$ cat src/rtl/conv_pkg.sv
`default_nettype none

package conv_pkg;

    // image and kernel geometry
    localparam int img_w = 28;
    localparam int img_h = 28;
    localparam int kern = 3;
    localparam int taps = kern * kern;
    localparam int out_w = img_w - kern + 1;
    localparam int out_h = img_h - kern + 1;
    localparam int out_count = out_w * out_h;

    // M0 layout, parameters sit right after the image
    localparam int weight_base = img_w * img_h;
    localparam int bias_word = weight_base + taps;
    localparam int param_words = taps + 1;

    localparam int addr_w = 32;
    localparam int data_w = 32;
    localparam int frac_bits = 16;

    // cycles from the last tap request to its M1 write
    localparam int read_to_write = 5;

    // read sequencer phases
    localparam logic [1:0] ph_idle = 2'd0;
    localparam logic [1:0] ph_param = 2'd1;
    localparam logic [1:0] ph_window = 2'd2;

    typedef logic signed [data_w-1:0] fix_word;

    // Q32.32 product, written as a whole and read back as guard/value/fraction
    typedef union packed {
        logic signed [2*data_w-1:0] raw;
        struct packed {
            logic [data_w-frac_bits-1:0] guard;
            fix_word value;
            logic [frac_bits-1:0] frac;
        } field;
    } fix_prod;

endpackage

`default_nettype wire

$ cat src/rtl/result_writer.sv
`timescale 1ns/1ps
`default_nettype none

module result_writer import conv_pkg::*; (
    input  wire logic              clk,
    input  wire logic              rst,
    input  wire logic              busy,
    input  wire logic              sum_valid,
    input  wire fix_word           sum,
    output logic [addr_w-1:0]      m1_addr,
    output logic                   m1_wr_req,
    output logic [data_w-1:0]      m1_wr_data,
    output logic                   finish
);

    logic [9:0] out_idx;
    logic busy_q;

    always_ff @(posedge clk) begin
        if (!rst) begin
            out_idx <= '0;
            busy_q <= 1'b0;
            m1_wr_req <= 1'b0;
            finish <= 1'b0;
        end else begin
            busy_q <= busy;
            m1_wr_req <= sum_valid;
            if (busy && !busy_q) begin
                // new run
                finish <= 1'b0;
                out_idx <= '0;
            end else begin
                if (sum_valid) begin
                    out_idx <= out_idx + 10'd1;
                end
                if (m1_wr_req && m1_addr == addr_w'((out_count - 1) * 4)) begin
                    finish <= 1'b1;
                end
            end
        end
    end

    always_ff @(posedge clk) begin
        if (sum_valid) begin
            m1_addr <= addr_w'({out_idx, 2'b00});
            m1_wr_data <= sum;
        end
    end

endmodule

`default_nettype wire

$ cat config.mk
export PLATFORM = sky130hd
export DESIGN_NAME = result_writer
export DESIGN_NICKNAME = d
export VERILOG_FILES = /design/src/rtl/conv_pkg.sv /design/src/rtl/result_writer.sv
export SDC_FILE = /design/constraint.sdc
export NUM_CORES = 1
export LEC_CHECK = 0
export BUFFER_PORTS_ARGS = -buffer_cell sky130_fd_sc_hd__buf_2
export CAP_MARGIN = 15
export CELL_PAD_IN_SITES_DETAIL_PLACEMENT = 1
export CELL_PAD_IN_SITES_GLOBAL_PLACEMENT = 1
export CORE_ASPECT_RATIO = 1.2
export CORE_MARGIN = 2
export CORE_UTILIZATION = 37
export DETAILED_ROUTE_END_ITERATION = 6
export GPL_TIMING_DRIVEN = 0
export MAX_ROUTING_LAYER = met4
export PLACE_DENSITY = 0.91
export SYNTH_ARGS = -nofsm -noshare
export SYNTH_HDL_FRONTEND = slang
export SYNTH_SLANG_ARGS = --single-unit
export TNS_END_PERCENT = 10
$ cat constraint.sdc
create_clock -name clk -period 4.3 [get_ports clk]
set_clock_uncertainty 0.15 [all_clocks]
set_input_delay 0.43 -clock clk [delete_from_list [all_inputs] [get_ports clk]]
set_output_delay 0.43 -clock clk [all_outputs]
set_load 0.01 [all_outputs]
* Word level (Yosys, flattened, before mapping) *
Index checks and enable logic that the tools add are counted.

cells by class
  $add $sub $neg = 1
  eq/ne operators = 1
  bitwise logic cells = 1
  reductions and logical operators = 4

operators by type and width
  cell                                                             count
  10-bit by 1-bit adder with 10-bit output, second input constant  1
  10-bit == test, second input constant                            1
  1-bit logical AND                                                2
  2-bit OR reduction                                               1
  1-bit zero test                                                  1
  1-bit inverter                                                   1

storage, ports and cells
  flip-flop bits (word level) = 55
  output and inout port bits = 66
  logic and storage cells = 13

* Depth between registers and ports, before layout *
  depth in word-level cells = 3
  mapped depth = 4

* Worst setup path before layout *
OpenSTA, ideal clock, no wires.

  kind = register to register
  start point = register out_idx[0]
  end point = register out_idx[8]
  library setup time = 71 ps
  arrival time = 1,337 ps
  data required time = 4,079 ps
  path slack = 2,742 ps
  cell stages (with the launch flop) = 5
  buffers on the path = 0
  path through = dfxtp_1 ha_1 nand3_1 or4_1 a21oi_1

between the ends
  word-level cells in the longest chain between the ends = 1

RTL lines
  item                                      RTL line             text
  start: declaration                        result_writer.sv:16  logic [9:0] out_idx;
  start signal: assignment                  result_writer.sv:34  out_idx <= out_idx + 10'd1;
  10-bit by 1-bit adder with 10-bit output  result_writer.sv:34

Every way passes these cells.
A chain may end at the register's enable or synchronous reset.

==> out/metrics.yaml <==
initial_core_util_pct: 38.0
final_antenna_net_count: 0
period_share_pct: 52.7
ys_top_cells_by_count: "edfxtp_1, buf_4, dfxtp_1"
avgSynthCellArea_sq_um: 16.0
yosys.area.top_type_share_pct: 63.5
fin_cells: 294
row_count: 29
tns_ps: 0
tightest_slew_ps: 943
insertion_delay_ps: 310
synth_area_leaders: "edfxtp_1, dfxtp_1, buf_4"
wl_per_cell_um: 16.5
criticalPathCategory: "primary input to register"
setup_violations: 0
root_buffer: "clkbuf_8"
synth_mux_area_share_pct: 0.504
synth_compound_area_share_pct: 3.34
postCtsResizedCells: 0
dp_cells: 286
synth_seq_cells: 55
core-area_sq_um: 5230
die_h_um: 84.3
synth-xor-area-share_pct: 1.76
synth_edf_count: 42
cts_max_level: 2
worst_slew_margin_rel_pct: 37.1
required_ps: 4370
crit_chain: "buf_2 -> buf_4 -> nand3_1 -> or3_2 -> a21oi_1"
dr_total_vias: 1324
cpPeakStageDelay_ps: 710
clkTransAtPathRegs_ps: 100
status: "complete, no violations"
area_growth_pct: 33.3
peakVddDrop_uv: 164
ys.flop_type: "edfxtp_1"
grt_max_degree: 44
yosysUniqueCellTypes: 25
tritoncts: "yes"
ctsHoldBuffers: 0
gr-usage-all-layers_pct: 17.0
report.final.slew_viol_count: 0
min_period_ps: 2270
yosysTopAreaCell: "edfxtp_1"
ioPinCount: 102
synth_top_family_by_area: "buffers and inverters"
fin_nets: 268
drive_above_1_share_pct: 47.8
max_cap_viol_count: 0
drt_iter0_drc: 51
synthAdderAreaFrac_pct: 0.630
p_leak_nw: 1.17
p_per_area_nw_per_um2: 396
path_max_fanout: 43
firstDrtPassIters: 4
grt_pass1_wl_um: 7470
die_w_um: 70.9
routed_wl_um: 4860
die-area_sq_um: 5970
synth-warning-count: 0
max_freq_mhz: 441
grt_pass1_vias: 1371
synth_simple_gate_area_share_pct: 7.93
synth.most_common_cell: "edfxtp_1"
critPathArrivalTime_ps: 2330
hold_viol: 0
hold_path_class: "primary input to register"
syn_inst: 124
synthArstFlopShare_pct: 0
post_cts_buffers: 0
syn_area_sq_um: 1990
routed_via_density: 4.50
numClockSinks: 55
start_kind: "primary input"
clockBufferDepth: 2
reg2reg_slack_ps: 2480
yosysSeqAreaShare_pct: 76.6
antenna_cells: 0
io_buffers: 79
overflow: 0
worst_path_max_delay_cell: "buf_2"
gp_congestion: 0.728
antenna_found_initial: 0
dp_hpwl_um: 3580
endpoint_kind: "register"
cts_buffers: 5
rsz0062_at_grt: "false"
remaining_drc_errors: 0
[kinds of logic (layout without fill, tap and decap cells)]
family | count (synthesis) | after routing
flops | 55 | 55
simple gates | 25 | 25
buf+inv | 25 | 112
compound gates | 12 | 12
xor+xnor | 4 | 4
fa+ha+maj | 1 | 1
other cells | 1 | 22
mux | 1 | 1
[layer usage]
layer  wire length (um)  global-route usage, %
met5                  0                      -
met4                 77                   4.97
met3                297                   4.44
met2               2790                   31.5
met1               1700                   17.2
[cells in the final DEF (no fill, tap or decap), drive strengths merged]
master,n
o31ai,2
and3b,1
a21oi,5
xnor2,1
buf,102
nand3,2
a31oi,1
ha,1
inv,1
nor4bb,2
mux2i,1
bufinv,1
conb,22
nor2,6
clkbuf,7
nand4,3
or3,3
o21ai,4
dfxtp,13
nand2,4
and2,2
edfxtp,42
clkinvlp,1
or4,2
xor2,3
[through the flow]
step / hold slack [ps] / cell area [sq um] / power, mW / setup slack, ps / utilization [%]
after CTS: 132 / 2650 / 1.05 / 2070 / 50.7
after global routing: 123 / 2650 / 1.08 / 1960 / 50.7
after floorplan: 272 / 2070 / 0.671 / 2740 / -
after global placement: 290 / 2540 / 0.719 / 1860 / 48.6
after detailed placement: 314 / 2540 / 0.725 / 1750 / 48.6
final: 135 / 2650 / 1.05 / 2030 / 50.7
[state kept, by name (all words and copies together), names as in the netlist]
name        flops
finish          1
m1_addr        10
m1_wr_data     32
busy_q          1
m1_wr_req       1
out_idx        10
[final timing paths]
path,from,to,cells after the start
setup reg to reg,out_idx[0]$_SDFFE_PP0P_,out_idx[6]$_SDFFE_PP0P_,4
hold / removal,sum[27],m1_wr_data[27]$_DFFE_PP_,1
hold reg to reg,out_idx[9]$_SDFFE_PP0P_,m1_addr[11]$_DFFE_PP_,0
setup / recovery,sum_valid,out_idx[6]$_SDFFE_PP0P_,5
[cell type report]
class	instances	area, sq um
fill	568	2580
inverter	1	3.75
clock inverter	2	37.5
clock buffer	6	72.6
buffer	24	176
sequential	55	1520
multi-input combinational	65	364
timing repair buffer	79	395
tap	62	77.6
[power breakdown]
group / internal (mW) / leakage, nW / switching (mW)
Clock: 0.174 / 0.0514 / 0.162
Sequential: 0.603 / 0.524 / 0.0101
Combinational: 0.0456 / 0.595 / 0.0548
[worst max-delay path: cells and delay by family]
family | cells | cell delay [ps]
compound gates | 1 | 230
simple gates | 2 | 640
buf+inv | 2 | 1020
Power figures use the tool's default switching activity.
