$ cat config.mk
export PLATFORM = sky130hd
export DESIGN_NAME = read_sequencer
export DESIGN_NICKNAME = d
export VERILOG_FILES = /design/src/rtl/conv_pkg.sv /design/src/rtl/read_sequencer.sv
export SDC_FILE = /design/constraint.sdc
export NUM_CORES = 1
export LEC_CHECK = 0
export BUFFER_PORTS_ARGS = -buffer_cell sky130_fd_sc_hd__buf_4
export CAP_MARGIN = 20
export CORE_MARGIN = 1.5
export CORE_UTILIZATION = 60
export DETAILED_ROUTE_END_ITERATION = 10
export HOLD_SLACK_MARGIN = 0.12
export PLACE_DENSITY = 0.84
export REMOVE_ABC_BUFFERS = 1
export SYNTH_ARGS = -nofsm -noshare
export SYNTH_HDL_FRONTEND = slang
export SYNTH_SLANG_ARGS = --single-unit
$ cat constraint.sdc
create_clock -name clk -period 11.8 [get_ports clk]
set_clock_uncertainty 0.1 [all_clocks]
set_input_delay 1.77 -clock clk [delete_from_list [all_inputs] [get_ports clk]]
set_output_delay 1.77 -clock clk [all_outputs]
set_load 0.01 [all_outputs]
$ cat src/rtl/conv_pkg.sv
`default_nettype none

package conv_pkg;

    // image and kernel geometry
    localparam int img_w = 28;
    localparam int img_h = 28;
    localparam int kern = 3;
    localparam int taps = kern * kern;
    localparam int out_w = img_w - kern + 1;
    localparam int out_h = img_h - kern + 1;
    localparam int out_count = out_w * out_h;

    // M0 layout, parameters sit right after the image
    localparam int weight_base = img_w * img_h;
    localparam int bias_word = weight_base + taps;
    localparam int param_words = taps + 1;

    localparam int addr_w = 32;
    localparam int data_w = 32;
    localparam int frac_bits = 16;

    // cycles from the last tap request to its M1 write
    localparam int read_to_write = 5;

    // read sequencer phases
    localparam logic [1:0] ph_idle = 2'd0;
    localparam logic [1:0] ph_param = 2'd1;
    localparam logic [1:0] ph_window = 2'd2;

    typedef logic signed [data_w-1:0] fix_word;

    // Q32.32 product, written as a whole and read back as guard/value/fraction
    typedef union packed {
        logic signed [2*data_w-1:0] raw;
        struct packed {
            logic [data_w-frac_bits-1:0] guard;
            fix_word value;
            logic [frac_bits-1:0] frac;
        } field;
    } fix_prod;

endpackage

`default_nettype wire

$ cat src/rtl/read_sequencer.sv
`timescale 1ns/1ps
`default_nettype none

module read_sequencer import conv_pkg::*; (
    input  wire logic              clk,
    input  wire logic              rst,
    input  wire logic              start,
    output logic [addr_w-1:0]      m0_addr,
    output logic                   m0_rd_req,
    output logic                   data_valid,
    output logic                   data_is_param,
    output logic [3:0]             data_index,
    output logic                   busy
);

    logic [1:0] phase;
    logic [3:0] idx;
    logic [1:0] tap_r;
    logic [1:0] tap_c;
    logic [4:0] row;
    logic [4:0] col;
    logic [2:0] drain;

    assign m0_rd_req = (phase != ph_idle);

    // byte address, word index times four
    always_comb begin
        if (phase == ph_param) begin
            m0_addr = addr_w'((weight_base + int'(idx)) * 4);
        end else begin
            m0_addr = addr_w'(((int'(row) + int'(tap_r)) * img_w
                               + int'(col) + int'(tap_c)) * 4);
        end
    end

    always_ff @(posedge clk) begin
        if (!rst) begin
            phase <= ph_idle;
            idx <= '0;
            tap_r <= '0;
            tap_c <= '0;
            row <= '0;
            col <= '0;
            drain <= '0;
            busy <= 1'b0;
            data_valid <= 1'b0;
            data_is_param <= 1'b0;
            data_index <= '0;
        end else begin
            // tag follows the request by one cycle, same as the memory
            data_valid <= m0_rd_req;
            data_is_param <= (phase == ph_param);
            data_index <= idx;

            case (phase)
                ph_idle: begin
                    if (start && !busy) begin
                        phase <= ph_param;
                        idx <= '0;
                        busy <= 1'b1;
                    end
                end
                ph_param: begin
                    if (idx == 4'(param_words - 1)) begin
                        phase <= ph_window;
                        idx <= '0;
                        tap_r <= '0;
                        tap_c <= '0;
                        row <= '0;
                        col <= '0;
                    end else begin
                        idx <= idx + 4'd1;
                    end
                end
                ph_window: begin
                    if (tap_c == 2'(kern - 1)) begin
                        tap_c <= '0;
                        if (tap_r == 2'(kern - 1)) begin
                            tap_r <= '0;
                        end else begin
                            tap_r <= tap_r + 2'd1;
                        end
                    end else begin
                        tap_c <= tap_c + 2'd1;
                    end

                    if (idx == 4'(taps - 1)) begin
                        idx <= '0;
                        // window done, step the output position
                        if (col == 5'(out_w - 1)) begin
                            col <= '0;
                            if (row == 5'(out_h - 1)) begin
                                phase <= ph_idle;
                                drain <= 3'(read_to_write);
                            end else begin
                                row <= row + 5'd1;
                            end
                        end else begin
                            col <= col + 5'd1;
                        end
                    end else begin
                        idx <= idx + 4'd1;
                    end
                end
                default: begin
                    phase <= ph_idle;
                end
            endcase

            // busy drops once the last result has been written
            if (drain != 3'd0) begin
                drain <= drain - 3'd1;
                if (drain == 3'd1) begin
                    busy <= 1'b0;
                end
            end
        end
    end

endmodule

`default_nettype wire

* After elaboration in Yosys (flattened, before gate mapping) *
Index checks and enable logic that the tools add are counted.

word-level totals
  word-level logic and storage cells = 90
  latch bits = 0
  register bits after elaboration = 30
  bits in read-only memories = 0
  RAM bits = 0
  memories = 0

cells by class
  $add $sub $neg = 10
  equality and inequality tests = 16
  multipliers = 1
  order comparisons = 0
  shift operators = 0
  divide/modulo/power cells = 0
  multiplexer cells = 34
  reduce and logical (&&, ||, !) cells = 18
  bitwise logic cells = 0

operator list
  operator                 number
  $mux W5                  6
  $pmux W5 S2              2
  $mux W2                  9
  $mux W15                 1
  $mux W3                  5
  $add A12 B2 Y13          1
  $add A11 B5 Y12          1
  $mux W4                  3
  $ne A2 B2 Y1 const B     6
  $pmux W4 S3              1
  $reduce_bool A2 Y1       6
  $add A10 B4 Y11 const A  1
  $add A5 B1 Y5 const B    2
  $eq A5 B5 Y1 const B     2
  $reduce_and A5 Y1        2
  $mul A6 B3 Y9 const B    1
  $eq A4 B4 Y1 const B     2
  $pmux W2 S2              2
  $add A5 B2 Y6            1
  $eq A2 B2 Y1 const B     3
  $pmux W2 S3              1
  $reduce_and A3 Y1        2
  $reduce_bool A3 Y1       2
  $add A2 B1 Y2 const B    2
  11 further kinds         15

* Logic depth before layout (Yosys ltp) *
Gate-level depths: netlist of run 1.

  word-level depth = 6
  mapped depth = 14
  depth with buffers taken out = 14

* Worst setup path after synthesis of run 1 *
OpenSTA, ideal clock, no wires.

  path kind = register to output
  start = reg row[0]
  end = out m0_addr[11]
  arrival time = 3.687 ns
  cell stages (with the launch flop) = 13
  slack = 6.243 ns
  cell sequence = dfxtp_1 -> ha_1 -> inv_1 -> fa_1 -> xnor2_1 -> fa_1 -> ha_1 -> inv_1 -> fa_1 -> xor2_1 -> or3_4 -> or4_4 -> mux2i_1

on the way
  cells in the longest elaborated chain, start to end = 5

RTL lines
  item                      RTL line              source
  start: declaration        read_sequencer.sv:20  logic [4:0] row;
  start signal: assignment  read_sequencer.sv:96  row <= row + 5'd1;
  $add A5 B2 Y6             read_sequencer.sv:31  m0_addr = addr_w'(((int'(row) + int'(tap_r)) * img_w
  $mul A6 B3 Y9             read_sequencer.sv:31
  $add A11 B5 Y12           read_sequencer.sv:32  + int'(col) + int'(tap_c)) * 4);
  $add A12 B2 Y13           read_sequencer.sv:32
  $mux W15                  read_sequencer.sv:28  if (phase == ph_param) begin
  end: declaration          read_sequencer.sv:8   output logic [addr_w-1:0] m0_addr,

Every way passes these cells.

* Worst setup path in the final report of run 1 *
  start = reg row[0]
  end = out m0_addr[13]

Same word-level chain as after synthesis.

==> results.md, run 1 <==
* CTS sink count at 30
* Worst hold path class: reg2reg
* Post-synth ARST share at 0%
* Worst path buffer plus inverter count at 3
* Outcome: finished clean
* Die Area at 0.00460 mm²
* CP arrival at 4.29 ns
* Antenna-violating nets left at 0
* F_max at 162 MHz
* Antenna fix cells at 0
* Vias in the first global route at 1831
* # DRC at 0
* Post-Syn Instances at 298
* Final setup violation count at 0
* Yosys warnings at 0
* Synthesis-to-finish area growth at 8.73%
* CP peak stage delay at 0.54 ns
* Grt met2 use at 39.6%
* IO Pins at 43
* Synth area leader: dfxtp_1
* Most common cell after layout, fill and taps aside: nor2_1
* Nets@finish at 357
* Peak VDD IR at 0.0860 mV
* CTS tree: done
* Worst skew pair latency at 0.29 ns
* Core area at 0.00403 mm²
* PwrDens at 120 mW/mm²
* Least-Margin Pin Slew at 0.942 ns
* Max Slew Vio Count at 0
* Syn Area/Cell at 8.46 µm²
* Routability Congestion at 0.788
* Vias per inst at 5.50
* Cell Rows at 23
* Commonest non-fill, non-tap cells in the layout: nor2_1, ha_1, dfxtp_1
* Final min period at 6.16 ns
* H-tree depth at 2
* Top post-synthesis cells by area: dfxtp_1, ha_1, buf_4
* Post-CTS setup buffers at 0
* Busiest grt layer: met2
* Setup WS pre-CTS at 5.98 ns
* Post-CTS sizing at 0
* CP max stage cell: fa_1
* Cts hold-fix bufs at 0
* Gr usage total at 24.1%
* Final worst setup slack at 5.64 ns
* DRT iter0 DRCs at 90
* Required time of the critical path at 9.93 ns
* TritonRoute pass-1 iters at 5
* Crit-path leading delay family: adder cells
* Critical Path, Cell by Cell: ha_1 -> inv_1 -> fa_1 -> xnor2_1 -> fa_1 -> ha_1 -> inv_1 -> fa_1 -> xor2_1 -> or3_4 -> or4_4 -> nor3_2 -> buf_4
* CTS Root Cell: clkbuf_8
* Met1 Track Usage GR at 32.2%
* Initial core utilization at 62.6%
* Max-Cap Viols at 0
* DIE HEIGHT at 67.8 µm
* Final Hold Viols at 0
* Final Cycle Share at 52.2%
* Wirelength per Cell at 13.4 µm
* Cell Area, Synth at 0.00252 mm²
* Worst Setup Start Kind: flip-flop
* Grt met3 use at 5.26%
* CP dominant cell by count: fa_1
* Post-synthesis register bit count at 30
* First-pass GRT wire length at 8.36 mm
* CTS clk-pin slew, worst paths at 0.07 ns
* Post-synth top area share at 23.8%
* Leak pwr at 1.22 nW
* Clock Tree Buf Depth at 2
* Largest net degree at the start of global routing at 19
* Most common flop cell mapped by yosys: dfxtp_1
* CP Class: reg2out
* Die Wd at 67.8 µm
* DPL Wire Length at 3.74 mm
* Setup TNS at 0 ns
* Number of flops mapped to enable cells by yosys at 0
* Setup crit end kind: output pin
* Slew headroom at 37.2%
* Register area share after synthesis at 23.8%
* FILL cells at 344
* Grt ovf at 0
* Max FO, Critical Path at 6
* RSZ-0062 raised after global routing: false
* Yosys cell types at 57
* Routed WL at 4.97 mm
* PortBufs at 22
* Num CTS Buffers at 5
* DR vias at 2039
* Initial antenna violation count at 0
* Share of cells above drive strength 1 at 12.8%
==> cell usage after synthesis, drive strengths merged, types with 3 or more instances <==
cell / instances
ha: 30
nand2: 8
o21ai: 13
nor3b: 4
a211oi: 6
nand4: 3
o21a: 3
inv: 23
dfxtp: 30
nand3: 6
fa: 4
xor2: 5
mux2i: 8
buf: 21
a21o: 4
or4: 3
nor4: 3
nand2b: 5
xnor2: 16
nor2b: 8
nor2: 34
nor3: 7
a21oi: 9
clkbuf: 5
nand4b: 3
and2: 6
==> flip-flops by register name (all words and copies together) (netlist names) <==
name	cells
col	5
idx	4
data_is_param	1
tap_c	2
data_index	4
row	5
busy	1
drain	3
data_valid	1
phase	2
tap_r	2
==> cells by family after synthesis <==
logic type | count (synthesis) | synth area share [%]
simple gates | 100 | 21.8
compound gates | 52 | 14.3
flops | 30 | 23.8
other cells | 1 | 0.149
fa+ha+maj | 34 | 18.1
mux | 10 | 4.07
xor+xnor | 21 | 7.29
buf+inv | 50 | 10.5
==> worst reg2reg max path: stages, from the launching register on <==
cell and delay [ns]:
dfxtp_1 0.33, inv_1 0.10, ha_1 0.57, nor2_1 0.11, o221ai_1 0.75, nand3_1 0.25
mux2_2 0.33, nor2_1 0.08
==> per-layer routing <==
layer	wire (µm)	share of wire [%]
met5	0	0
met4	63	1.3
met3	233	4.7
met2	2350	47
met1	2330	47
==> stage by stage <==
step | power, W | util [%] | hold slack (ns) | std cells | cell area [µm²]
floorplan | 0.000203 | - | 0.362 | 291 | 2420
global placement | 0.000235 | 65.7 | 0.388 | 363 | 2650
detailed placement | 0.000238 | 65.7 | 0.417 | 363 | 2650
CTS | 0.000329 | 68.1 | 0.429 | 371 | 2740
global route | 0.000349 | 68.1 | 0.453 | 371 | 2740
finish | 0.000329 | 68.1 | 0.424 | 371 | 2740
==> report_power, final <==
| group | leakage (nW) | switching (W) | total [W] | internal [W] |
|---|---|---|---|---|
| registers | 0.243 | 0.00000731 | 0.000118 | 0.000111 |
| clock network | 0.0472 | 0.0000434 | 0.0000903 | 0.0000469 |
| logic | 0.931 | 0.0000728 | 0.000120 | 0.0000475 |
==> layout make-up <==
type | count | area [µm²] | area share, %
clock buffers | 6 | 82.6 | 3.01
clock inverters | 2 | 12.5 | 0.456
inverters | 24 | 90.1 | 3.28
multi-input cells | 237 | 1730 | 63.0
flip-flops and latches | 30 | 601 | 21.9
well taps | 50 | 62.6 | 2.28
repair buffers | 22 | 165 | 6.02
==> final timing paths <==
path              cells past startpoint  slack (ns)             startpoint                  end
hold reg to reg                       2        0.42        busy$_SDFF_PN0_      busy$_SDFF_PN0_
hold / removal                        2        0.42        busy$_SDFF_PN0_      busy$_SDFF_PN0_
setup / recovery                     13        5.64    row[0]$_SDFFE_PN0P_          m0_addr[13]
setup reg to reg                      7        9.13  phase[1]$_SDFFE_PN0P_  idx[0]$_SDFFE_PN0P_
Note: power is estimated with default switching activity, not from simulation.
==> inputs of run 2 (changes only) <==
--- a/config.mk
+++ b/config.mk
@@ -5,13 +5,14 @@
 export SDC_FILE = /design/constraint.sdc
 export NUM_CORES = 1
 export LEC_CHECK = 0
+export ABC_AREA = 1
 export BUFFER_PORTS_ARGS = -buffer_cell sky130_fd_sc_hd__buf_4
 export CAP_MARGIN = 20
 export CORE_MARGIN = 1.5
-export CORE_UTILIZATION = 60
+export CORE_UTILIZATION = 57
 export DETAILED_ROUTE_END_ITERATION = 10
 export HOLD_SLACK_MARGIN = 0.12
-export PLACE_DENSITY = 0.84
+export PLACE_DENSITY = 0.81
 export REMOVE_ABC_BUFFERS = 1
 export SYNTH_ARGS = -nofsm -noshare
 export SYNTH_HDL_FRONTEND = slang
==> constraint.sdc (replaced) <==
create_clock -name clk -period 5.88 [get_ports clk]
set_clock_uncertainty 0.1 [all_clocks]
set_input_delay 0.882 -clock clk [delete_from_list [all_inputs] [get_ports clk]]
set_output_delay 0.882 -clock clk [all_outputs]
set_load 0.01 [all_outputs]
==> run 2 against run 1 <==
Against the previous run:
- final area increased by 1.8%
- setup slack got worse by 4.7 ns
- clock-buffer cell count up 1
- first-iteration DRC count down 5.6%
- largest power group unchanged
- synthesized cell count is 25% higher
- clock power is 72% higher
- critical path type unchanged
- largest cell class unchanged
- via count up 11%
- critical path depth increased by 3
- wire length up 0.84%
==> results.md, run 2 <==
* Outcome: finished clean
* Max-Cap Viols at 0
* Core area at 0.00438 mm²
* Synth area leader: dfxtp_1
* TritonRoute pass-1 iters at 4
* Largest net degree at the start of global routing at 19
* Most common flop cell mapped by yosys: dfxtp_1
* Clock Tree Buf Depth at 2
* Cell Rows at 24
* Leak pwr at 1.39 nW
* Largest regs: col: 5 flops, row: 5 flops
* Post-place instance area at 0.00272 mm²
* Worst skew pair latency at 0.28 ns
* Yosys cell types at 38
* Final Hold Viols at 0
* Number of flops mapped to enable cells by yosys at 0
* Nets@finish at 431
* Yosys warnings at 0
* Worst hold path class: reg2reg
* Antenna fix cells at 0
* Share of cells above drive strength 1 at 12.7%
* DPL Wire Length at 3.89 mm
* CTS clk-pin slew, worst paths at 0.06 ns
* Max Slew Vio Count at 0
* Post-CTS sizing at 0
* IO Pins at 43
* Peak VDD IR at 0.336 mV
* Die Area at 0.00499 mm²
* DRT iter0 DRCs at 85
* Worst Setup Start Kind: flip-flop
* First-pass GRT wire length at 8.78 mm
* Post-synthesis register bit count at 30
* Required time of the critical path at 4.90 ns
* PortBufs at 22
* Most common cell after layout, fill and taps aside: nand2_1
* Die Wd at 70.7 µm
* Worst hold slack at 0.375 ns
* CTS tree: done
* Grt ovf at 0
* Synthesis-to-finish area growth at 7.05%
* Post-route cell area at 0.00279 mm²
* F_max at 205 MHz
* CP Class: reg2out
* Cts hold-fix bufs at 0
* H-tree depth at 2
* Syn Area/Cell at 7.01 µm²
* CTS Root Cell: clkbuf_8
* Initial antenna violation count at 0
* Antenna-violating nets left at 0
* Commonest non-fill, non-tap cells in the layout: nand2_1, inv_1, nand3_1, ha_1, dfxtp_1
* Final setup violation count at 0
* CP arrival at 3.91 ns
* Gr usage total at 21.5%
* Post-synth ARST share at 0%
* RSZ-0062 raised after global routing: false
* Top post-synthesis cells by area: dfxtp_1, ha_1, nand2_1
* # DRC at 0
* Top cells by count, synth: nand2_1, inv_1, dfxtp_1, ha_1, nand3_1
* Power Total at 0.00112 W
* Max FO, Critical Path at 6
* Cell Area, Synth at 0.00261 mm²
* Routability Congestion at 0.833
* DR vias at 2271
* Vias per inst at 5.09
* PwrDens at 401 mW/mm²
* DIE HEIGHT at 70.7 µm
* Routed WL at 5.02 mm
* Initial core utilization at 59.5%
* Non-Filler Instances at 446
* Setup TNS at 0 ns
* Count leader, synth: nand2_1
* Post-Syn Instances at 372
* Final min period at 4.89 ns
* CTS sink count at 30
* Register area share after synthesis at 23.0%
* Post-CTS setup buffers at 0
* Setup crit end kind: output pin
* Placed cells at 439
* Final Cycle Share at 83.1%
* Num CTS Buffers at 5
* Vias in the first global route at 2036
* Wirelength per Cell at 11.2 µm
* Post-synth top area share at 23.0%
run 2: cell type report:
type	count	area [µm²]
timing repair buffer	22	165
tap	52	65.1
fill	412	1590
clock buffer	7	76.3
multi-input combinational	269	1640
inverter	66	248
sequential	30	601
run 2: routing by layer:
| layer | vias to the layer above | wire length, µm | part of all wire [%] | track usage, % |
|---|---|---|---|---|
| li1 | 1195 | - | - | - |
| met1 | 1028 | 2220 | 44 | 26.9 |
| met2 | 40 | 2540 | 51 | 37.2 |
| met3 | 8 | 173 | 3.4 | 4.27 |
| met4 | 0 | 77 | 1.5 | 6.92 |
| met5 | - | 0 | 0 | 0 |
run 2: worst max-delay path, cell delays in order, from the launching register on:
cell	delay, ns
dfxtp_1	0.42
ha_1	0.20
inv_1	0.05
fa_1	0.40
xnor2_1	0.37
fa_1	0.49
ha_1	0.20
inv_1	0.07
fa_1	0.46
nor2_1	0.17
nand4_1	0.10
o211ai_1	0.21
nand3_1	0.13
nand2_1	0.08
inv_1	0.04
nor2_1	0.09
buf_4	0.12
run 2: per-stage QoR:
stage | worst slack (ns) | util (%)
after floorplan | 1.63 | -
after global placement | 1.47 | 62.0
after detailed placement | 1.27 | 62.0
after CTS | 0.966 | 63.7
after global routing | 0.693 | 63.7
final | 0.993 | 63.7
run 2: final timing paths:
kind | to | slack (ns) | cells after the start | from
setup / recovery | m0_addr[12] | 0.99 | 16 | row[0]$_SDFFE_PN0P_
hold / removal | drain[0]$_SDFFE_PN0P_ | 0.37 | 2 | drain[0]$_SDFFE_PN0P_
setup reg to reg | tap_r[1]$_SDFFE_PN0P_ | 3.95 | 9 | phase[1]$_SDFFE_PN0P_
hold reg to reg | drain[0]$_SDFFE_PN0P_ | 0.37 | 2 | drain[0]$_SDFFE_PN0P_
run 2: cell families (layout without fill, tap and decap cells):
| logic type | after synthesis | count (layout) | share of synthesized area, % |
|---|---|---|---|
| AO/OA/AOI/OAI | 59 | 59 | 13.6 |
| adder cells (fa/ha/maj) | 34 | 34 | 17.5 |
| buffers and inverters | 92 | 95 | 16.9 |
| AND/OR/NAND/NOR | 142 | 142 | 23.5 |
| flip-flops | 30 | 30 | 23.0 |
| XOR/XNOR | 14 | 14 | 5.28 |
| other | 1 | 20 | 0.144 |
run 2: where the power goes:
group	internal, W	switching, W
logic	0.000259	0.000422
registers	0.000247	0.0000378
clock network	0.0000813	0.0000740
