$ cat src/rtl/conv_pkg.sv
`default_nettype none

package conv_pkg;

    // image and kernel geometry
    localparam int img_w = 28;
    localparam int img_h = 28;
    localparam int kern = 3;
    localparam int taps = kern * kern;
    localparam int out_w = img_w - kern + 1;
    localparam int out_h = img_h - kern + 1;
    localparam int out_count = out_w * out_h;

    // M0 layout, parameters sit right after the image
    localparam int weight_base = img_w * img_h;
    localparam int bias_word = weight_base + taps;
    localparam int param_words = taps + 1;

    localparam int addr_w = 32;
    localparam int data_w = 32;
    localparam int frac_bits = 16;

    // cycles from the last tap request to its M1 write
    localparam int read_to_write = 5;

    // read sequencer phases
    localparam logic [1:0] ph_idle = 2'd0;
    localparam logic [1:0] ph_param = 2'd1;
    localparam logic [1:0] ph_window = 2'd2;

    typedef logic signed [data_w-1:0] fix_word;

    // Q32.32 product, written as a whole and read back as guard/value/fraction
    typedef union packed {
        logic signed [2*data_w-1:0] raw;
        struct packed {
            logic [data_w-frac_bits-1:0] guard;
            fix_word value;
            logic [frac_bits-1:0] frac;
        } field;
    } fix_prod;

endpackage

`default_nettype wire

$ cat src/rtl/coeff_store.sv
`timescale 1ns/1ps
`default_nettype none

module coeff_store import conv_pkg::*; (
    input  wire logic              clk,
    input  wire logic              rst,
    input  wire logic              data_valid,
    input  wire logic              data_is_param,
    input  wire logic [3:0]        data_index,
    input  wire logic [data_w-1:0] m0_rd_data,
    output fix_word                weights [taps],
    output fix_word                bias
);

    logic param_ret;

    // nothing is captured while reset is held
    assign param_ret = rst && data_valid && data_is_param;

    always_ff @(posedge clk) begin
        if (param_ret) begin
            if (data_index == 4'(bias_word - weight_base)) begin
                bias <= m0_rd_data;
            end else begin
                for (int k = 0; k < taps; k++) begin
                    if (data_index == 4'(k)) begin
                        weights[k] <= m0_rd_data;
                    end
                end
            end
        end
    end

endmodule

`default_nettype wire

$ cat config.mk
export PLATFORM = sky130hd
export DESIGN_NAME = coeff_store
export DESIGN_NICKNAME = d
export VERILOG_FILES = /design/src/rtl/conv_pkg.sv /design/src/rtl/coeff_store.sv
export SDC_FILE = /design/constraint.sdc
export NUM_CORES = 1
export LEC_CHECK = 0
export ABC_AREA = 1
export BUFFER_PORTS_ARGS = -buffer_cell sky130_fd_sc_hd__buf_2
export CORE_MARGIN = 5
export CORE_UTILIZATION = 51
export CTS_BUF_LIST = sky130_fd_sc_hd__clkbuf_4
export DETAILED_ROUTE_END_ITERATION = 16
export HOLD_SLACK_MARGIN = 0.06
export PLACE_DENSITY_LB_ADDON = 0.3
export SLEW_MARGIN = 15
export SYNTH_ARGS = -nofsm -noshare
export SYNTH_HDL_FRONTEND = slang
export SYNTH_SLANG_ARGS = --single-unit
$ cat constraint.sdc
create_clock -name clk -period 3.12 [get_ports clk]
set_input_delay 0.624 -clock clk [delete_from_list [all_inputs] [get_ports clk]]
set_output_delay 0.624 -clock clk [all_outputs]
set_load 0.05 [all_outputs]
Word-level counts from Yosys, hierarchy flattened --
Index checks and enable logic that the tools add are counted. Widths: inputs -> output; s select.
Cells by class: equality and inequality tests 9, bitwise operators 1, reductions and logical operators 13
Operator list (number):
- $reduce_and 3->1 | 9
- $eq 4x3->1 const B | 4
- $eq 4x2->1 const B | 2
- $eq 4x4->1 const B | 2
- $eq 4x1->1 const B | 1
- $logic_not 4->1 | 1
- $logic_and 1x1->1 | 2
- $reduce_and 2->1 | 1
- $not 1->1 | 1
Word-level totals: bits in registers 320, output and inout bits 320, word-level logic and storage cells 33

Longest topological paths before layout --
Gate-level depths: netlist (run 1).
depth in word-level cells 3, depth in mapped cells 4, depth with buffers taken out 4

Worst setup path before layout (run 1) --
Ideal clock, no wire load.
kind input -> register, start in rst, end reg weights[100] in the netlist's numbering, enable pin, setup time 0.421 ns, arrival 2.242 ns, required time 2.699 ns, setup slack 0.457 ns, stages on the path 4, buffers on the path 0, path through nand2_1 -> nor2_4 -> nand2_2 -> nor2_1
On the way: word-level cells in the longest chain between the ends 3
RTL lines:
- from (decl) | line coeff_store.sv:6 | input wire logic rst,
- $logic_and 1x1->1 (2 in a row) | line coeff_store.sv:18 | assign param_ret = rst && data_valid && data_is_param;
- $reduce_and 3->1 (no source line)
- to (signal, indexed assignment) | line coeff_store.sv:27 | weights[k] <= m0_rd_data;
- to (decl) | line coeff_store.sv:11 | output fix_word weights [taps],
Every way passes these cells. A chain may end at the register's enable or synchronous reset.

Worst setup path after layout (run 1) --
start reg weights[280] in the netlist's numbering, end out weights[280] in the netlist's numbering
No word-level cell between the ends.

==> reports/results.ini, run 1 <==
[status]
status = finished, final reports clean

[hold_path]
hp-class = input port to flip-flop
min_path_cells = 1
holdPathEnd = weights[143]
min-delay-start = m0_rd_data[15]

[cells_and_area]
drive_above_1_share = 0.593
final_util = 0.695
fill_cells = 1241
multiInputGateArea_sq_um = 176
fin_nets = 835
stdcell_count = 1086
seq_area_sq_um = 9610
syn_to_final_growth_pct = 34.0

[clock_network]
clock_path_buffers = 3
cts_made_buffers = 74
cts_tree = built
postCtsHoldBufs = 0
cts-root-buf = clkbuf_4
postCtsSetupBuffers = 0
cts.sinks = 320
cts_resized = 0
h-tree-depth = 3
path_clk_slew_ns = 0.07

[timing]
rsz0062_at_grt = false
worst_pin_slew_ns = 0.648
finalHoldViolations = 0
tns_ns = 0
finalCritPeriodShare = 0.622
whs_ns = 0.287
slew_headroom = 0.567
min_period_ns = 1.94
slew_violations = 0
finalSetupViolCount = 0
setup_ws_ns = 1.18
fmax_mhz = 515

[placed_design]
gp_congestion = 0.812
hpwl_mm = 17.5
port_buffers = 359
place_ws_ns = 0.823
dp_cells = 953

[synthesis]
ys_ff_latch = 320
yosysMostFrequentCell = edfxtp_1
synth_cells = 350
synth_area_leaders = edfxtp_1, nor2_1, inv_1
yosys_warnings = 0
ys_top_cells_by_count = edfxtp_1, nor2_1, inv_1, nand2_1
synth_ff_type = edfxtp_1
synth.avg_cell_area_sq_um = 27.8
synth_area_leader_cell = edfxtp_1
async_reset_ff_frac = 0
synth_top_area_share = 0.987
synth_edf_count = 320
yosysSeqAreaShare = 0.987
syn_area_sq_um = 9740
synth_nets = 390
ys_types = 8

[floorplan]
initial_utilization = 0.519
dieArea_sq_um = 22000
row_count = 50
die_h_microns = 148
fp.dieW_microns = 148
ios = 360
core_area_sq_um = 18800

[routing]
wirelength_mm = 25.3
postRouteAntennaNets = 0
drt_iter0_drc = 320
dr_total_vias = 5463
wl_per_cell_microns = 23.3
dr.pass1.iters = 4
drc = 0
vias_per_cell = 5.03

[grt]
grt_start_max_net_pins = 33
grt_pass1_vias = 5821
grtUsageTotal = 0.226
antenna_found_initial = 1
gr-total-overflow = 0
grt_pass1_wl_mm = 35.9

[pwr]
p_leak_uw = 0.00501
max-vdd-ir-drop_v = 0.000420
powerDensity_nw_per_um2 = 641

[critical_path]
critPathCaptureType = output pin
crit_slowest_cell = edfxtp_1
arrival_ns = 1.32
worstPathRequired_ns = 2.50
slowest_delay_ns = 0.38
critPathMaxFanout = 1
cp-start-kind = flip-flop
path_cells = buf_2
path_buf_inv = 1
critPathTopFamily = flip-flops
crit_type = flip-flop to output pin

[run]
max-cap-violations = 0

where the power goes:
part / total, uW / switching (uW) / leakage (uW) / internal [uW]
combinational: 229 / 189 / 0.00154 / 40.3
sequential: 4770 / 9.65 / 0.00288 / 4760
clock: 3360 / 1500 / 0.000591 / 1860
final cells by class:
cell class                      instances  share of cell area
Sequential cell                       320               0.736
Clock buffer                          109              0.0627
Inverter                                7             0.00201
Antenna cell                            1            0.000192
Timing Repair Buffer                  369               0.149
Multi-Input combinational cell         23              0.0135
Tap cell                              234              0.0224
Clock inverter                         23              0.0135
how the worst max path moves through the flow:
stage,start,endpoint,slack (ns),cells after the start
3_5_place_dp,data_valid,weights[152],0.82,6
4_1_cts,weights[280],weights[280],1.10,1
6_report,weights[280],weights[280],1.18,1
5_1_grt,weights[135],weights[135],1.08,1
2_1_floorplan,rst,weights[100],0.46,4
3_3_place_gp,data_index[2],weights[64],0.93,6
registers in the layout (all words and copies together), names as in the netlist:
register	count
weights	288
bias	32
cell usage in the layout (no fill, tap or decap):
cell / synthesis / routed
buf_2: 0 / 359
edfxtp_1: 320 / 320
clkbuf_4: 0 / 109
clkinv_1: 0 / 12
nor2_4: 1 / 11
clkinv_2: 0 / 6
buf_12: 0 / 6
inv_1: 5 / 5
nand2_1: 5 / 5
nor2_1: 14 / 4
buf_4: 0 / 4
inv_2: 2 / 3
bufinv_16: 0 / 3
nand2_2: 2 / 2
diode_2: 0 / 1
nor2_2: 1 / 1
clkinvlp_4: 0 / 1
through the flow:
| stage | total power (uW) | cell area [sq um] |
|---|---|---|
| after floorplan | 4970 | 9740 |
| after global placement | 5080 | 12100 |
| after detailed placement | 5090 | 12100 |
| after CTS | 8460 | 13000 |
| after global routing | 8730 | 13000 |
| final | 8360 | 13000 |
routing by layer:
layer,vias to the layer above,share of wire,GRT usage,routed length (microns)
li1,2355,-,-,-
met1,2702,0.38,0.282,9530
met2,364,0.49,0.359,12400
met3,42,0.11,0.0878,2800
met4,0,0.025,0.0965,628
met5,-,0,0,0
cell families after synthesis:
family,after synthesis,synth area share
flops,320,0.987
simple gates,23,0.0104
buf+inv,7,0.00270
Note: power is estimated with default switching activity, not from simulation.
==> run 2: changes to the inputs <==
ABC_AREA = 0   (was 1)
CORE_UTILIZATION = 46   (was 51)
clock period = 1.6 ns   (was 3.12 ns; I/O delays follow)
==> reports/results.ini, run 2 <==
[hold_path]
min-delay-start = data_index[2]
hp-class = input port to flip-flop

[pwr]
powerDensity_nw_per_um2 = 1090  ; +70%
p_leak_uw = 0.00588  ; +17%
max-vdd-ir-drop_v = 0.000795  ; +89%
power_uw = 16900  ; +100%

[floorplan]
dieArea_sq_um = 24200  ; +10%
ios = 360  ; unchanged
initial_utilization = 0.465  ; -0.0537
die_h_microns = 156  ; +5.0%
core_area_sq_um = 21000  ; +12%
row_count = 53  ; +6.0%
fp.dieW_microns = 156  ; +5.0%

[synthesis]
synth_ff_type = edfxtp_1
synth_cells = 336  ; -4.0%
yosysSeqAreaShare = 0.986  ; about the same
ys_ff_latch = 320  ; unchanged
syn_area_sq_um = 9750  ; about the same
async_reset_ff_frac = 0  ; unchanged
yosys_warnings = 0  ; unchanged
synth_edf_count = 320  ; unchanged
ys_types = 12  ; +4
ys_top_cells_by_count = edfxtp_1, nor3_1, nor4_1, nor4b_2
yosysMostFrequentCell = edfxtp_1
synth_top_area_share = 0.986  ; about the same
synth.avg_cell_area_sq_um = 29.0  ; +4.3%
synth_area_leaders = edfxtp_1, nor4b_2, nand4b_4
synth_area_leader_cell = edfxtp_1
synth_nets = 376  ; -3.6%

[critical_path]
crit_start = weights[121]
critPathMaxFanout = 1  ; unchanged
crit_end = weights[121]
cp_num_cells = 1  ; unchanged
critPathCaptureType = output pin
crit_type = flip-flop to output pin
path_buf_inv = 1  ; unchanged
arrival_ns = 1.28  ; -0.04 ns
crit_slowest_cell = edfxtp_1
path_cells = buf_6
worstPathRequired_ns = 1.28  ; -1.22 ns
slowest_delay_ns = 0.43  ; +0.05 ns
critPathTopFamily = flip-flops
cp-start-kind = flip-flop

[routing]
postRouteAntennaNets = 0  ; unchanged
dr_total_vias = 5587  ; +2.3%
wl_per_cell_microns = 24.3  ; +4.1%
drt_iter0_drc = 348  ; +8.8%
drc = 0  ; unchanged
dr.pass1.iters = 5  ; +1
wirelength_mm = 27.9  ; +10%
vias_per_cell = 4.86  ; -3.4%

[grt]
grt_start_max_net_pins = 33  ; unchanged
antenna_found_initial = 1  ; unchanged
grtUsageTotal = 0.213  ; -0.0130
grt_pass1_wl_mm = 37.7  ; +4.8%
grt_pass1_vias = 6002  ; +3.1%
gr-total-overflow = 0  ; unchanged

[cells_and_area]
final_common_cell = edfxtp_1
final_cell_mix = edfxtp_1, buf_6, clkbuf_4
drive_above_1_share = 0.577  ; -0.0168
multiInputGateArea_sq_um = 258  ; +46%
largest_reg_flops = 288  ; unchanged
fill_cells = 1142  ; -8.0%
regMostFlops = weights
largest_registers = weights: 288 flops, bias: 32 flops
syn_to_final_growth_pct = 59.3
fin_nets = 864  ; +3.5%
seq_area_sq_um = 9610  ; unchanged

[clock_network]
path_clk_slew_ns = 0.09  ; +0.02 ns
clock_path_buffers = 3  ; unchanged
cts_made_buffers = 75  ; +1.4%
postCtsSetupBuffers = 0  ; unchanged
h-tree-depth = 3  ; unchanged
cts-root-buf = clkbuf_4
cts.sinks = 320  ; unchanged
cts_tree = built

[timing]
finalSetupViolCount = 1  ; +1
setup_ws_ns = -0.0000636  ; -1.18 ns
fmax_mhz = 625
worst_pin_slew_ns = 0.334  ; -0.315 ns
tns_ns = -0.0000636  ; -0.0000636 ns
finalHoldViolations = 0  ; unchanged
slew_headroom = 0.776  ; +0.209
min_period_ns = 1.60
whs_ns = 0.261  ; -0.0260 ns
finalCritPeriodShare = 1.00
slew_violations = 0  ; unchanged
rsz0062_at_grt = true

[placed_design]
place_ws_ns = -0.123  ; -0.945 ns
gp_congestion = 0.774  ; -4.7%
hpwl_mm = 16.1  ; -8.3%
port_buffers = 359  ; unchanged

[run]
max-cap-violations = 0  ; unchanged

[status]
violations = negative setup slack
status = finished with violations

==> run 2: repair_timing <==
action	CTS	global route
endpoints found under the hold margin	320	0
endpoints found under the setup margin	297	264
gates cloned	0	0
hold buffers	32	0
resized for setup	506	119
==> run 2: worst min-delay path, stage by stage <==
cell	delay [ns]
buf_2	0.15
nor4b_4	0.07
buf_12	0.18
==> run 2: worst min path at each step <==
stage / end / slack, ns / cells after the start
after global placement: weights[19] / 0.61 / 1
after floorplan: bias[0] / 0.42 / 0
final: weights[203] / 0.26 / 3
after CTS: weights[197] / 0.19 / 3
after detailed placement: weights[5] / 0.62 / 1
after global routing: weights[221] / 0.21 / 3
==> run 2: cell families (layout without fill, tap and decap cells) <==
kind of cell           Yosys count  count (layout)  share of synthesized area
and+or+nand+nor                 15              15                     0.0136
buffers and inverters            1             539                   0.000385
DFF                            320             320                      0.986
other                            0               1                          0
==> run 2: per-stage QoR <==
| step | std cells | area, sq um | util |
|---|---|---|---|
| 6_report | 1150 | 15500 | 0.741 |
| 5_1_grt | 1150 | 15500 | 0.741 |
| 2_1_floorplan | 336 | 9870 | - |
| 4_1_cts | 1149 | 15200 | 0.724 |
| 3_5_place_dp | 990 | 12300 | 0.587 |
| 3_3_place_gp | 990 | 12300 | 0.587 |
==> run 2: layer usage <==
layer  wire length (microns)  vias up  track usage
li1                        -     2417            -
met1                    9750     2772        0.248
met2                   14600      351        0.362
met3                    2900       47       0.0827
met4                     638        0       0.0821
met5                       0        -            0
==> run 2: report_power, final <==
part | total (uW) | switching [uW] | internal, uW | leakage (uW)
sequential | 9300 | 28.6 | 9270 | 0.00288
combinational | 604 | 401 | 204 | 0.00241
clock | 7000 | 3090 | 3910 | 0.000591
total | 16900 | 3520 | 13400 | 0.00588
==> run 2: layout make-up <==
type / count / share of cell area
antenna: 1 / 0.000161
clock buffer: 101 / 0.0489
tap: 275 / 0.0222
clock inverter: 26 / 0.0169
timing repair buffer: 411 / 0.276
multi-input combinational: 15 / 0.0166
inverter: 1 / 0.000242
sequential: 320 / 0.619
==> run 3: changes to the inputs <==
CORE_UTILIZATION = 51   (was 46)
SLEW_MARGIN = 10   (was 15)
clock period = 1.76 ns   (was 1.6 ns; I/O delays follow)
==> reports/results.ini, run 3 (synthesis results as in run 2) <==
[timing]
worst_pin_slew_ns = 0.333  ; -0.000821 ns
slew_violations = 0  ; unchanged
finalCritPeriodShare = 0.922
fmax_mhz = 616
slew_headroom = 0.778  ; +0.00222
min_period_ns = 1.62
rsz0062_at_grt = false
whs_ns = 0.363  ; +0.101 ns
finalHoldViolations = 0  ; unchanged
finalSetupViolCount = 0  ; -1
tns_ns = 0  ; +0.0000636 ns

[cells_and_area]
multiInputGateArea_sq_um = 258  ; unchanged
stdcell_count = 1103  ; -4.1%
syn_to_final_growth_pct = 38.1
fin_nets = 859  ; -0.58%
seq_area_sq_um = 9610  ; unchanged
diodes = 0  ; -1
regMostFlops = weights
largest_registers = weights: 288 flops, bias: 32 flops
final_cell_mix = buf_2, edfxtp_1, clkbuf_4
largest_reg_flops = 288  ; unchanged
final_common_cell = buf_2
drive_above_1_share = 0.577  ; about the same
fill_cells = 1180  ; +3.3%

[hold_path]
hp-class = input port to flip-flop

[placed_design]
dp_cells = 944  ; -4.6%
port_buffers = 359  ; unchanged
gp_congestion = 0.775  ; +0.16%
hpwl_mm = 16.2  ; +0.81%

[critical_path]
crit_start = weights[260]
critPathCaptureType = output pin
crit_slowest_cell = edfxtp_1
path_buf_inv = 1  ; unchanged
cp_num_cells = 1  ; unchanged
critPathTopFamily = flip-flops
arrival_ns = 1.27  ; about the same
crit_end = weights[260]
critPathMaxFanout = 1  ; unchanged
worstPathRequired_ns = 1.41  ; +0.13 ns
slowest_delay_ns = 0.37  ; -0.06 ns
path_cells = buf_2
crit_type = flip-flop to output pin
cp-start-kind = flip-flop

[clock_network]
clock_path_buffers = 3  ; unchanged
cts_resized = 0  ; -100%
cts-root-buf = clkbuf_4
cts_tree = built
h-tree-depth = 3  ; unchanged
cts_made_buffers = 75  ; unchanged
cts.sinks = 320  ; unchanged
path_clk_slew_ns = 0.06  ; -0.03 ns

[routing]
wirelength_mm = 24.9  ; -11%
drc = 0  ; unchanged
drt_iter0_drc = 276  ; -21%
vias_per_cell = 4.99  ; +2.6%
dr.pass1.iters = 4  ; -1
wl_per_cell_microns = 22.5  ; -7.1%
dr_total_vias = 5499  ; -1.6%
postRouteAntennaNets = 0  ; unchanged

[grt]
antenna_found_initial = 0  ; -1
grtUsageTotal = 0.226  ; +0.0123
top_usage_layer = met2
use_met3 = 0.105  ; +0.0222
met1_usage = 0.262  ; +0.0149
grt_start_max_net_pins = 33  ; unchanged
grt_pass1_wl_mm = 36.3  ; -3.6%
grtUsageMet2 = 0.371  ; +0.00901
gr-total-overflow = 0  ; unchanged
grt_pass1_vias = 5931  ; -1.2%

[floorplan]
ios = 360  ; unchanged
die_h_microns = 148  ; -4.7%
initial_utilization = 0.519  ; +0.0542
fp.dieW_microns = 148  ; -4.7%
row_count = 50  ; -5.7%
core_area_sq_um = 18800  ; -10%
dieArea_sq_um = 22000  ; -9.2%

[pwr]
max-vdd-ir-drop_v = 0.000600  ; -24%
powerDensity_nw_per_um2 = 1090  ; -0.10%
p_leak_uw = 0.00518  ; -12%

[run]
max-cap-violations = 0  ; unchanged

[status]
status = finished, final reports clean

==> run 3: cell count changes in the layout (fill, tap and decap cells not counted), sizes merged <==
cell	before	now
clkinv	19	15
diode	1	0
clkinvlp	0	1
clkbuf	103	108
buf	377	374
bufinv	6	2
==> run 3: worst min-delay path by stage <==
stage,startpoint,endpoint,slack [ns],depth (start not counted)
6_report,rst,bias[30],0.36,4
5_1_grt,rst,bias[30],0.30,4
4_1_cts,rst,bias[31],0.30,4
3_5_place_dp,m0_rd_data[16],weights[144],0.65,1
3_3_place_gp,m0_rd_data[0],bias[0],0.64,1
2_1_floorplan,m0_rd_data[0],bias[0],0.45,0
==> run 3: worst min-delay path, cell delays in order <==
cell,delay (ns)
buf_2,0.13
nand3_4,0.10
nor3_4,0.06
buf_12,0.15
==> run 3: report_power, final <==
part	internal [uW]	total [uW]	switching, uW	leakage, uW
Combinational	127	484	356	0.00175
Sequential	8430	8450	14.3	0.00288
Clock	3110	5710	2610	0.000555
Total	11700	14600	2980	0.00518
==> run 3: layout make-up <==
cell class	instances	area share
clock buffer	108	0.0602
inverter	1	0.000279
sequential	320	0.714
multi-input combinational	15	0.0192
tap	234	0.0218
clock inverter	19	0.00958
timing repair buffer	406	0.175
==> run 3: layer usage <==
| metal | vias up | share of wire |
|---|---|---|
| met1 | 2703 | 0.36 |
| li1 | 2410 | - |
| met5 | - | 0 |
| met3 | 51 | 0.11 |
| met2 | 335 | 0.50 |
| met4 | 0 | 0.029 |
==> run 3: what timing repair did <==
action                                 4_1_cts  5_1_grt
setup buffers                                0        0
endpoints found under the hold margin      311        0
hold buffers                                32        0
==> run 3: metrics by stage <==
stage | util | total power [uW] | area [sq um] | setup slack [ns]
global placement | 0.650 | 9030 | 12200 | 0.0249
floorplan | - | 8820 | 9870 | -0.524
CTS | 0.717 | 14800 | 13500 | 0.0638
finish | 0.717 | 14600 | 13500 | 0.137
detailed placement | 0.650 | 9040 | 12200 | -0.0389
global route | 0.717 | 15300 | 13500 | 0.0227
